$ cat config.mk
export PLATFORM = sky130hd
export DESIGN_NAME = stream_output_top
export DESIGN_NICKNAME = d
export VERILOG_FILES = /design/src/verilog/ipif_pkg.sv /design/src/verilog/stream_pkg.sv /design/src/verilog/ipif_param_decode.sv /design/src/verilog/channel_mux.sv /design/src/verilog/idle_filler.sv /design/src/verilog/stream_output_top.sv
export SDC_FILE = /design/constraint.sdc
export NUM_CORES = 1
export LEC_CHECK = 0
export BUFFER_PORTS_ARGS = -buffer_cell sky130_fd_sc_hd__buf_4
export CELL_PAD_IN_SITES_DETAIL_PLACEMENT = 1
export CELL_PAD_IN_SITES_GLOBAL_PLACEMENT = 2
export CORE_ASPECT_RATIO = 1.75
export CORE_UTILIZATION = 36
export DETAILED_ROUTE_END_ITERATION = 10
export GPL_TIMING_DRIVEN = 0
export PLACE_DENSITY = 0.89
export SYNTH_ARGS = -nofsm -noshare
export SYNTH_HDL_FRONTEND = slang
export SYNTH_HIERARCHICAL = 1
export SYNTH_SLANG_ARGS = --single-unit
$ cat constraint.sdc
create_clock -name clk -period 7 [get_ports clk]
set_input_delay 1.4 -clock clk [delete_from_list [all_inputs] [get_ports clk]]
set_output_delay 1.4 -clock clk [all_outputs]
set_load 0.01 [all_outputs]
$ cat src/verilog/ipif_pkg.sv
`default_nettype none

// Bus side of the register interface.
// Chip-enable layout and register reset values.
package ipif_pkg;

    // Width of the bus data lines
    localparam int BUS_DATA_W = 32;
    typedef logic [BUS_DATA_W-1:0] bus_data_t;

    // One chip-enable bit per register for writes and for reads
    localparam int N_REG = 4;
    typedef logic [N_REG-1:0] reg_ce_t;

    // Chip-enable bit positions
    // Bit 3 has no register behind it
    localparam int REG_OUTPUT_SELECT = 0;
    localparam int REG_N_IDLE_WORDS  = 1;
    localparam int REG_IDLE_WORD     = 2;

    // Values after reset
    localparam logic [3:0]  RST_OUTPUT_SELECT = 4'd0;
    localparam logic [15:0] RST_N_IDLE_WORDS  = 16'd256;
    localparam bus_data_t   RST_IDLE_WORD     = 32'haccccccc;

endpackage

`default_nettype wire

$ cat src/verilog/stream_pkg.sv
`default_nettype none

// Datapath side.
// Stream word, channel count and the filler state machine.
package stream_pkg;

    // One stream word
    localparam int DATA_W = 32;
    typedef logic [DATA_W-1:0] data_word_t;

    // Input channels behind the mux
    localparam int NUM_CH = 4;

    // Source select wide enough to hold out-of-range values
    localparam int SEL_W = 4;
    typedef logic [SEL_W-1:0] out_sel_t;

    // Length of an idle run
    localparam int IDLE_CNT_W = 16;
    typedef logic [IDLE_CNT_W-1:0] idle_cnt_t;

    // FILL sends idle words, PASS forwards the selected channel
    typedef enum logic
    {
        FILL,
        PASS
    } filler_state_t;

endpackage

`default_nettype wire

$ cat src/verilog/ipif_param_decode.sv
`default_nettype none

module ipif_param_decode
    import ipif_pkg::*;
    import stream_pkg::*;
(
    input  wire             clk,
    input  wire             IPIF_bus2ip_resetn,

    // Register bus
    input  wire bus_data_t  bus2ip_data,
    input  wire reg_ce_t    bus2ip_wrce,
    input  wire reg_ce_t    bus2ip_rdce,
    output bus_data_t       ip2bus_data,
    output logic            ip2bus_rdack,
    output logic            ip2bus_wrack,

    // Settings towards the datapath
    output out_sel_t        output_select,
    output idle_cnt_t       n_idle_words,
    output data_word_t      idle_word
);

    logic       wr_output_select;
    logic       wr_n_idle_words;
    logic       wr_idle_word;
    logic       rd_output_select;
    logic       rd_n_idle_words;
    logic       rd_idle_word;
    bus_data_t  read_word;

    ////////////////////////////////////////////////////////////////////////////
    // Chip-enable decode
    ////////////////////////////////////////////////////////////////////////////

    // Only a single set bit selects a register
    assign wr_output_select = (bus2ip_wrce == reg_ce_t'(1 << REG_OUTPUT_SELECT));
    assign wr_n_idle_words  = (bus2ip_wrce == reg_ce_t'(1 << REG_N_IDLE_WORDS));
    assign wr_idle_word     = (bus2ip_wrce == reg_ce_t'(1 << REG_IDLE_WORD));

    assign rd_output_select = (bus2ip_rdce == reg_ce_t'(1 << REG_OUTPUT_SELECT));
    assign rd_n_idle_words  = (bus2ip_rdce == reg_ce_t'(1 << REG_N_IDLE_WORDS));
    assign rd_idle_word     = (bus2ip_rdce == reg_ce_t'(1 << REG_IDLE_WORD));

    ////////////////////////////////////////////////////////////////////////////
    // Settings
    ////////////////////////////////////////////////////////////////////////////

    always_ff @(posedge clk or negedge IPIF_bus2ip_resetn)
    begin
        if (!IPIF_bus2ip_resetn)
        begin
            output_select <= RST_OUTPUT_SELECT;
            n_idle_words  <= RST_N_IDLE_WORDS;
            idle_word     <= RST_IDLE_WORD;
        end
        else
        begin
            // Each setting takes the low bits of the bus word
            if (wr_output_select)
                output_select <= out_sel_t'(bus2ip_data);
            if (wr_n_idle_words)
                n_idle_words <= idle_cnt_t'(bus2ip_data);
            if (wr_idle_word)
                idle_word <= data_word_t'(bus2ip_data);
        end
    end

    // Any write strobe is acknowledged, mapped or not
    always_ff @(posedge clk or negedge IPIF_bus2ip_resetn)
    begin
        if (!IPIF_bus2ip_resetn)
            ip2bus_wrack <= 1'b0;
        else
            ip2bus_wrack <= |bus2ip_wrce;
    end

    ////////////////////////////////////////////////////////////////////////////
    // Readback
    ////////////////////////////////////////////////////////////////////////////

    // Reads see the value before a write in the same cycle
    always_comb
    begin
        read_word = '0;
        if (rd_output_select)
            read_word = bus_data_t'(output_select);
        if (rd_n_idle_words)
            read_word = bus_data_t'(n_idle_words);
        if (rd_idle_word)
            read_word = bus_data_t'(idle_word);
    end

    always_ff @(posedge clk or negedge IPIF_bus2ip_resetn)
    begin
        if (!IPIF_bus2ip_resetn)
        begin
            ip2bus_data  <= '0;
            ip2bus_rdack <= 1'b0;
        end
        else
        begin
            ip2bus_data  <= read_word;
            ip2bus_rdack <= |bus2ip_rdce;
        end
    end

endmodule

`default_nettype wire

$ cat src/verilog/channel_mux.sv
`default_nettype none

module channel_mux
    import stream_pkg::*;
(
    input  wire                          clk,
    input  wire                          IPIF_bus2ip_resetn,

    input  wire out_sel_t                output_select,

    // Input channels
    input  wire data_word_t [NUM_CH-1:0] ch_data,
    input  wire [NUM_CH-1:0]             ch_valid,

    // Selected channel through one register stage
    output data_word_t                   mux_data,
    output logic                         mux_valid
);

    data_word_t sel_data;
    logic       sel_valid;

    ////////////////////////////////////////////////////////////////////////////
    // Channel select
    ////////////////////////////////////////////////////////////////////////////

    // Compare against every channel index so that a select of NUM_CH or
    // more matches nothing and the valid stays low
    always_comb
    begin
        sel_data  = '0;
        sel_valid = 1'b0;
        for (int i = 0; i < NUM_CH; i++)
        begin
            if (output_select == out_sel_t'(i))
            begin
                sel_data  = ch_data[i];
                sel_valid = ch_valid[i];
            end
        end
    end

    ////////////////////////////////////////////////////////////////////////////
    // Output register
    ////////////////////////////////////////////////////////////////////////////

    always_ff @(posedge clk or negedge IPIF_bus2ip_resetn)
    begin
        if (!IPIF_bus2ip_resetn)
            mux_valid <= 1'b0;
        else
            mux_valid <= sel_valid;
    end

    // Word follows the valid
    always_ff @(posedge clk)
    begin
        mux_data <= sel_data;
    end

endmodule

`default_nettype wire

$ cat src/verilog/idle_filler.sv
`default_nettype none

module idle_filler
    import stream_pkg::*;
(
    input  wire              clk,
    input  wire              IPIF_bus2ip_resetn,

    // Settings
    input  wire out_sel_t    output_select,
    input  wire idle_cnt_t   n_idle_words,
    input  wire data_word_t  idle_word,

    // From the channel mux
    input  wire data_word_t  mux_data,
    input  wire              mux_valid,

    // Output stream
    output data_word_t       out_data,
    output logic             out_valid,
    output logic             out_idle
);

    filler_state_t  state;
    filler_state_t  state_nxt;
    filler_state_t  eff_state;
    idle_cnt_t      cnt;
    idle_cnt_t      cnt_nxt;
    idle_cnt_t      eff_cnt;
    out_sel_t       sel_q;
    logic           restart_q;
    logic           sel_change;

    ////////////////////////////////////////////////////////////////////////////
    // Run start
    ////////////////////////////////////////////////////////////////////////////

    // restart_q forces a run on the first edge after reset, so the
    // count comes from the register block at its reset value
    assign sel_change = restart_q || (output_select != sel_q);

    // A new run starts in the same cycle the change is seen.
    // The count is only sampled here and later count writes wait for the
    // next run
    always_comb
    begin
        eff_state = state;
        eff_cnt   = cnt;
        if (sel_change)
        begin
            eff_cnt   = n_idle_words;
            eff_state = (n_idle_words == '0) ? PASS : FILL;
        end
    end

    ////////////////////////////////////////////////////////////////////////////
    // Next state
    ////////////////////////////////////////////////////////////////////////////

    // cnt holds the idle words still to send, including this cycle's
    always_comb
    begin
        state_nxt = eff_state;
        cnt_nxt   = eff_cnt;
        if (eff_state == FILL)
        begin
            cnt_nxt = eff_cnt - idle_cnt_t'(1);
            if (eff_cnt == idle_cnt_t'(1))
                state_nxt = PASS;
        end
    end

    always_ff @(posedge clk or negedge IPIF_bus2ip_resetn)
    begin
        if (!IPIF_bus2ip_resetn)
        begin
            state     <= FILL;
            cnt       <= '0;
            sel_q     <= '0;
            restart_q <= 1'b1;
        end
        else
        begin
            state     <= state_nxt;
            cnt       <= cnt_nxt;
            sel_q     <= output_select;
            restart_q <= 1'b0;
        end
    end

    ////////////////////////////////////////////////////////////////////////////
    // Output stage
    ////////////////////////////////////////////////////////////////////////////

    // Mux words arriving during FILL are simply not forwarded
    always_ff @(posedge clk or negedge IPIF_bus2ip_resetn)
    begin
        if (!IPIF_bus2ip_resetn)
        begin
            out_valid <= 1'b0;
            out_idle  <= 1'b0;
        end
        else if (eff_state == FILL)
        begin
            out_valid <= 1'b1;
            out_idle  <= 1'b1;
        end
        else
        begin
            out_valid <= mux_valid;
            out_idle  <= 1'b0;
        end
    end

    // Idle word is taken live from the register block
    always_ff @(posedge clk)
    begin
        if (eff_state == FILL)
            out_data <= idle_word;
        else
            out_data <= mux_data;
    end

endmodule

`default_nettype wire

$ cat src/verilog/stream_output_top.sv
`default_nettype none

module stream_output_top
    import ipif_pkg::*;
    import stream_pkg::*;
(
    input  wire                          clk,
    input  wire                          IPIF_bus2ip_resetn,

    // Register bus
    input  wire bus_data_t               bus2ip_data,
    input  wire reg_ce_t                 bus2ip_wrce,
    input  wire reg_ce_t                 bus2ip_rdce,
    output bus_data_t                    ip2bus_data,
    output logic                         ip2bus_rdack,
    output logic                         ip2bus_wrack,

    // Input channels
    input  wire data_word_t [NUM_CH-1:0] ch_data,
    input  wire [NUM_CH-1:0]             ch_valid,

    // Output stream
    output data_word_t                   out_data,
    output logic                         out_valid,
    output logic                         out_idle
);

    // Settings from the register block
    out_sel_t   output_select;
    idle_cnt_t  n_idle_words;
    data_word_t idle_word;

    // Selected channel
    data_word_t mux_data;
    logic       mux_valid;

    ////////////////////////////////////////////////////////////////////////////
    // Register block
    ////////////////////////////////////////////////////////////////////////////

    ipif_param_decode u_ipif_param_decode (
        .clk                (clk),
        .IPIF_bus2ip_resetn (IPIF_bus2ip_resetn),
        .bus2ip_data        (bus2ip_data),
        .bus2ip_wrce        (bus2ip_wrce),
        .bus2ip_rdce        (bus2ip_rdce),
        .ip2bus_data        (ip2bus_data),
        .ip2bus_rdack       (ip2bus_rdack),
        .ip2bus_wrack       (ip2bus_wrack),
        .output_select      (output_select),
        .n_idle_words       (n_idle_words),
        .idle_word          (idle_word)
    );

    ////////////////////////////////////////////////////////////////////////////
    // Datapath
    ////////////////////////////////////////////////////////////////////////////

    channel_mux u_channel_mux (
        .clk                (clk),
        .IPIF_bus2ip_resetn (IPIF_bus2ip_resetn),
        .output_select      (output_select),
        .ch_data            (ch_data),
        .ch_valid           (ch_valid),
        .mux_data           (mux_data),
        .mux_valid          (mux_valid)
    );

    idle_filler u_idle_filler (
        .clk                (clk),
        .IPIF_bus2ip_resetn (IPIF_bus2ip_resetn),
        .output_select      (output_select),
        .n_idle_words       (n_idle_words),
        .idle_word          (idle_word),
        .mux_data           (mux_data),
        .mux_valid          (mux_valid),
        .out_data           (out_data),
        .out_valid          (out_valid),
        .out_idle           (out_idle)
    );

endmodule

`default_nettype wire

==> metrics list <==
- Run status: finished, violations left
* Failing checks: design-rule violations
* Worst vdd ir: 0.172 mV
- Antenna violations before repair: 0
* Routed via count divided by cell count: 5.12
- TritonCTS built the clock tree.
- The startpoint identified for the worst register-to-register timing path is u_ipif_param_decode/output_select[0]$_DFFE_PN0N_.
- Hold Crit Start: u_channel_mux/mux_valid$_DFF_PN0_
- Number of buffers inserted by post-CTS setup repair: 0
* Count of nets left with antenna violations after detail routing: 0
- Post-synthesis instance total: 559
* Slew @ Worst Pin: 806 ps
- Number of clock sinks: 175
- Internal Dissipation: 2.29 mW
- The via count of the first global-routing pass is 6533.
- Portion of the clock cycle consumed by the worst path in the final layout: 45.7%
* Clock insertion delay at the later pin of the skew report: 440 ps
- For this run, design rule violations remaining after detail routing come to 3.
- Buffers placed on the I/O ports in this run total 241.
- Yosys mapped a number of flops with a built-in enable equal to 0.
- Path depth of the worst reg2reg path: 10
* Pwr dens: 307 nW/um^2
- STA classifies the critical path endpoint as a register.
- Horizontal die dimension: 112 um
- The initial utilization of the core area, before any placement, comes to 37.0%.
* Type of the most critical hold path: reg2reg
- Layout Nets: 996
* Unrepaired setup endpoints after global routing: no
- Total design power: 3.19 mW
- Buffers inserted during clock tree synthesis total 17.
* Part of the power in combinational logic: 23.5%
- Total Negative Setup Slacks: 0 ps
- Commonest register cell after synthesis: dfrtp_1
- Antenna diode instance count: 0
* YS warnings: 6
* Die Height: 194 um
* Post-synthesis sequential element count: 175
- Endpoints failing hold: 0
- Detailed placement ended at an HPWL of 18000 um.
- For this block, the routed nets add up to 23100 um of wire.
- STA puts the critical path data required time at 7330 ps.
- Ratio of cells with drive above 1 in the final layout: 49.9%
- Setup violations remaining at the end of the flow were counted as 0.
- The mapped netlist covers 7580 um^2.
- Lkg Pwr: 4.91 nW
- Clock-pin slew was measured on the worst setup and hold paths at 70 ps.
- Counting flops with an async set or reset pin after synthesis yields a share of 63.4%.
* Crit path max fanout: 9
- Post-CTS sizing: 0
- The critical path starts at u_ipif_param_decode/output_select[0]$_DFFE_PN0N_.
* Avg Synthesized Cell Area: 13.6 um^2
- In this run the core area contains 69 standard-cell rows.
* Placement-stage cell area: 9730 um^2
- Core Util, Final: 50.8%
* Sequential group share of total power: 43.6%
- Detailed routing inserted a total of 5531 vias.
- The core region is 20500 um^2.
- Compared with the post-synthesis result, the final layout area differs by 37.0%.
* Net switching power: 0.897 mW
- Deepest clock path buffer count: 2
- Area of all placed cells without fillers: 10400 um^2
* Root cell of the clock tree: clkbuf_16
- Headroom to the max-slew limit came out at 45.5%.
- Clock Skew: 9.68 ps
- R2R Path End: u_idle_filler/cnt[10]$_DFF_PN0_
- First-pass GRT wire length: 36100 um
- Entering global routing, the biggest net connects 74 pins.
* Die area: 21700 um^2
* Count of hold-fix buffers inserted at cts: 0
- Register-to-register setup slack: 3800 ps
- The critical path ends at u_idle_filler/cnt[10]$_DFF_PN0_.
- Residual overflow from global routing: 0
- Net switching is 28.1% of the power.
- Synthesis instantiated 57 different standard cells from the library.
- Worst EP arrival: 3530 ps
* Filler Cells Inserted: 2170
- Post-route minimum period: 3200 ps
- Clock power frac: 32.9%
- Synthesis produced a netlist with a net count of 735.
- Global routing consumed, over all layers together, 22.2% of the routing resources.
* Routed wire length per instance: 21.3 um
- The worst setup path is launched from a register.
- Starting DRC count in detailed routing: 136
- Final estimated routing congestion in global placement: 0.798
- For this run, the detailed router's first-pass iteration total came to 7.
* Final-report max-slew violation count: 0
- 242 I/O pins were placed.
- Category of the most critical setup path: reg2reg
- The share of the Yosys chip area taken by registers is 53.9%.
- Derived from the worst setup path, the maximum achievable clock frequency is 312 MHz.
- Number of maximum-capacitance constraint violations: 0
- Deepest level of the CTS H-tree: 4
## how the worst min path moves through the flow
stage / cells after the start / slack, ps / end
6_report: 1 / 440 / u_idle_filler/out_valid$_DFF_PN0_
5_1_grt: 1 / 460 / u_idle_filler/out_valid$_DFF_PN0_
2_1_floorplan: 1 / 410 / u_idle_filler/out_valid$_DFF_PN0_
3_3_place_gp: 1 / 420 / u_idle_filler/out_valid$_DFF_PN0_
3_5_place_dp: 1 / 420 / u_idle_filler/out_valid$_DFF_PN0_
4_1_cts: 1 / 440 / u_idle_filler/out_valid$_DFF_PN0_
## kinds of logic after synthesis
kind of cell	after synthesis	share of synthesized area, %
DFF	175	53.9
muxes	160	23.9
and+or+nand+nor	90	9.08
AOI/OAI and AO/OA	68	6.41
buffers and inverters	35	3.12
xor gates and xnor gates	28	3.24
adders and majority gates	2	0.330
other	1	0.0495
## registers in the layout, summed over array words and instances, names as in the netlist
register,cells
u_idle_filler/cnt,16
u_idle_filler/out_idle,1
u_idle_filler/out_valid,1
u_channel_mux/mux_data,32
u_ipif_param_decode/ip2bus_wrack,1
u_idle_filler/out_data,32
u_channel_mux/mux_valid,1
u_idle_filler/sel_q,4
u_idle_filler/state,1
u_ipif_param_decode/idle_word,32
u_ipif_param_decode/ip2bus_data,32
u_ipif_param_decode/output_select,4
u_ipif_param_decode/n_idle_words,16
u_idle_filler/restart_q,1
u_ipif_param_decode/ip2bus_rdack,1
## synthesized netlist by cell type, drive strengths merged (5+ instances only)
| cell type | count | share of area, % |
|---|---|---|
| nor2 | 15 | 0.81 |
| a22o | 12 | 1.4 |
| buf | 26 | 2.7 |
| or4 | 5 | 0.54 |
| inv | 6 | 0.30 |
| dfrtp | 93 | 31 |
| dfxtp | 64 | 17 |
| o21ai | 7 | 0.46 |
| and2 | 19 | 1.6 |
| xor2 | 15 | 1.7 |
| mux2 | 84 | 14 |
| mux2i | 76 | 10 |
| nand2 | 6 | 0.33 |
| nor4b | 8 | 1.7 |
| o22ai | 33 | 2.7 |
| xnor2 | 13 | 1.5 |
| or3 | 5 | 0.41 |
| nor4 | 9 | 1.4 |
| dfstp | 18 | 6.2 |
## power groups by stage
| stage | combinational [mW] | clock, mW | sequential (mW) |
|---|---|---|---|
| 4_1_cts | 0.759 | 1.08 | 1.39 |
| 5_1_grt | 0.807 | 1.11 | 1.42 |
| 2_1_floorplan | 0.436 | 0 | 1.38 |
| 6_report | 0.748 | 1.05 | 1.39 |
| 3_5_place_dp | 0.755 | 0 | 1.41 |
| 3_3_place_gp | 0.722 | 0 | 1.40 |
## worst max-delay path, stage by stage, from the launching register on
cell      delay (ps)
dfrtp_1          450
xor2_1           180
nor2_2           140
nand4_4          230
mux2i_1          390
ha_1             300
nor4b_2          510
nor3b_1          430
nand2b_1         130
xnor2_1          140
o22a_1           190
## through the flow
| stage | cells | setup WS [ps] | hold WS, ps |
|---|---|---|---|
| 5_1_grt | 1081 | 3520 | 458 |
| 3_5_place_dp | 1049 | 3830 | 421 |
| 3_3_place_gp | 1048 | 3900 | 416 |
| 6_report | 1081 | 3800 | 436 |
| 4_1_cts | 1081 | 3780 | 440 |
| 2_1_floorplan | 559 | 4360 | 407 |
## final cells by class
| type | instances | area [um^2] | share of cell area, % |
|---|---|---|---|
| clock buffer | 25 | 518 | 4.99 |
| sequential | 175 | 4080 | 39.3 |
| clock inverter | 7 | 143 | 1.37 |
| multi-input combinational | 349 | 3260 | 31.4 |
| inverter | 6 | 22.5 | 0.217 |
| buffer | 29 | 214 | 2.06 |
| timing repair buffer | 242 | 1840 | 17.7 |
| tap | 248 | 310 | 2.99 |
## cells in the final DEF, fill, tap and decap left out, types with 6 or more instances in the layout
cell type | netlist | layout
xor2_1 | 15 | 15
mux2i_1 | 75 | 75
dfrtp_1 | 93 | 93
mux2_2 | 57 | 57
buf_2 | 9 | 9
o21ai_0 | 7 | 7
buf_4 | 7 | 248
dfxtp_1 | 64 | 64
dfstp_2 | 18 | 18
clkbuf_1 | 3 | 7
clkbuf_16 | 0 | 19
and2_1 | 19 | 19
o22ai_1 | 33 | 33
mux2_4 | 25 | 25
xnor2_1 | 13 | 13
buf_6 | 9 | 9
nor2_1 | 13 | 13
inv_1 | 6 | 6
a22o_1 | 12 | 12
## metal layers
metal / global-route usage (%) / part of all wire [%]
met5: 0 / 0
met3: 3.81 / 3.9
met2: 45.3 / 60
met1: 20.6 / 33
met4: 9.96 / 2.8
No activity file was read; power rests on OpenSTA's default activity.
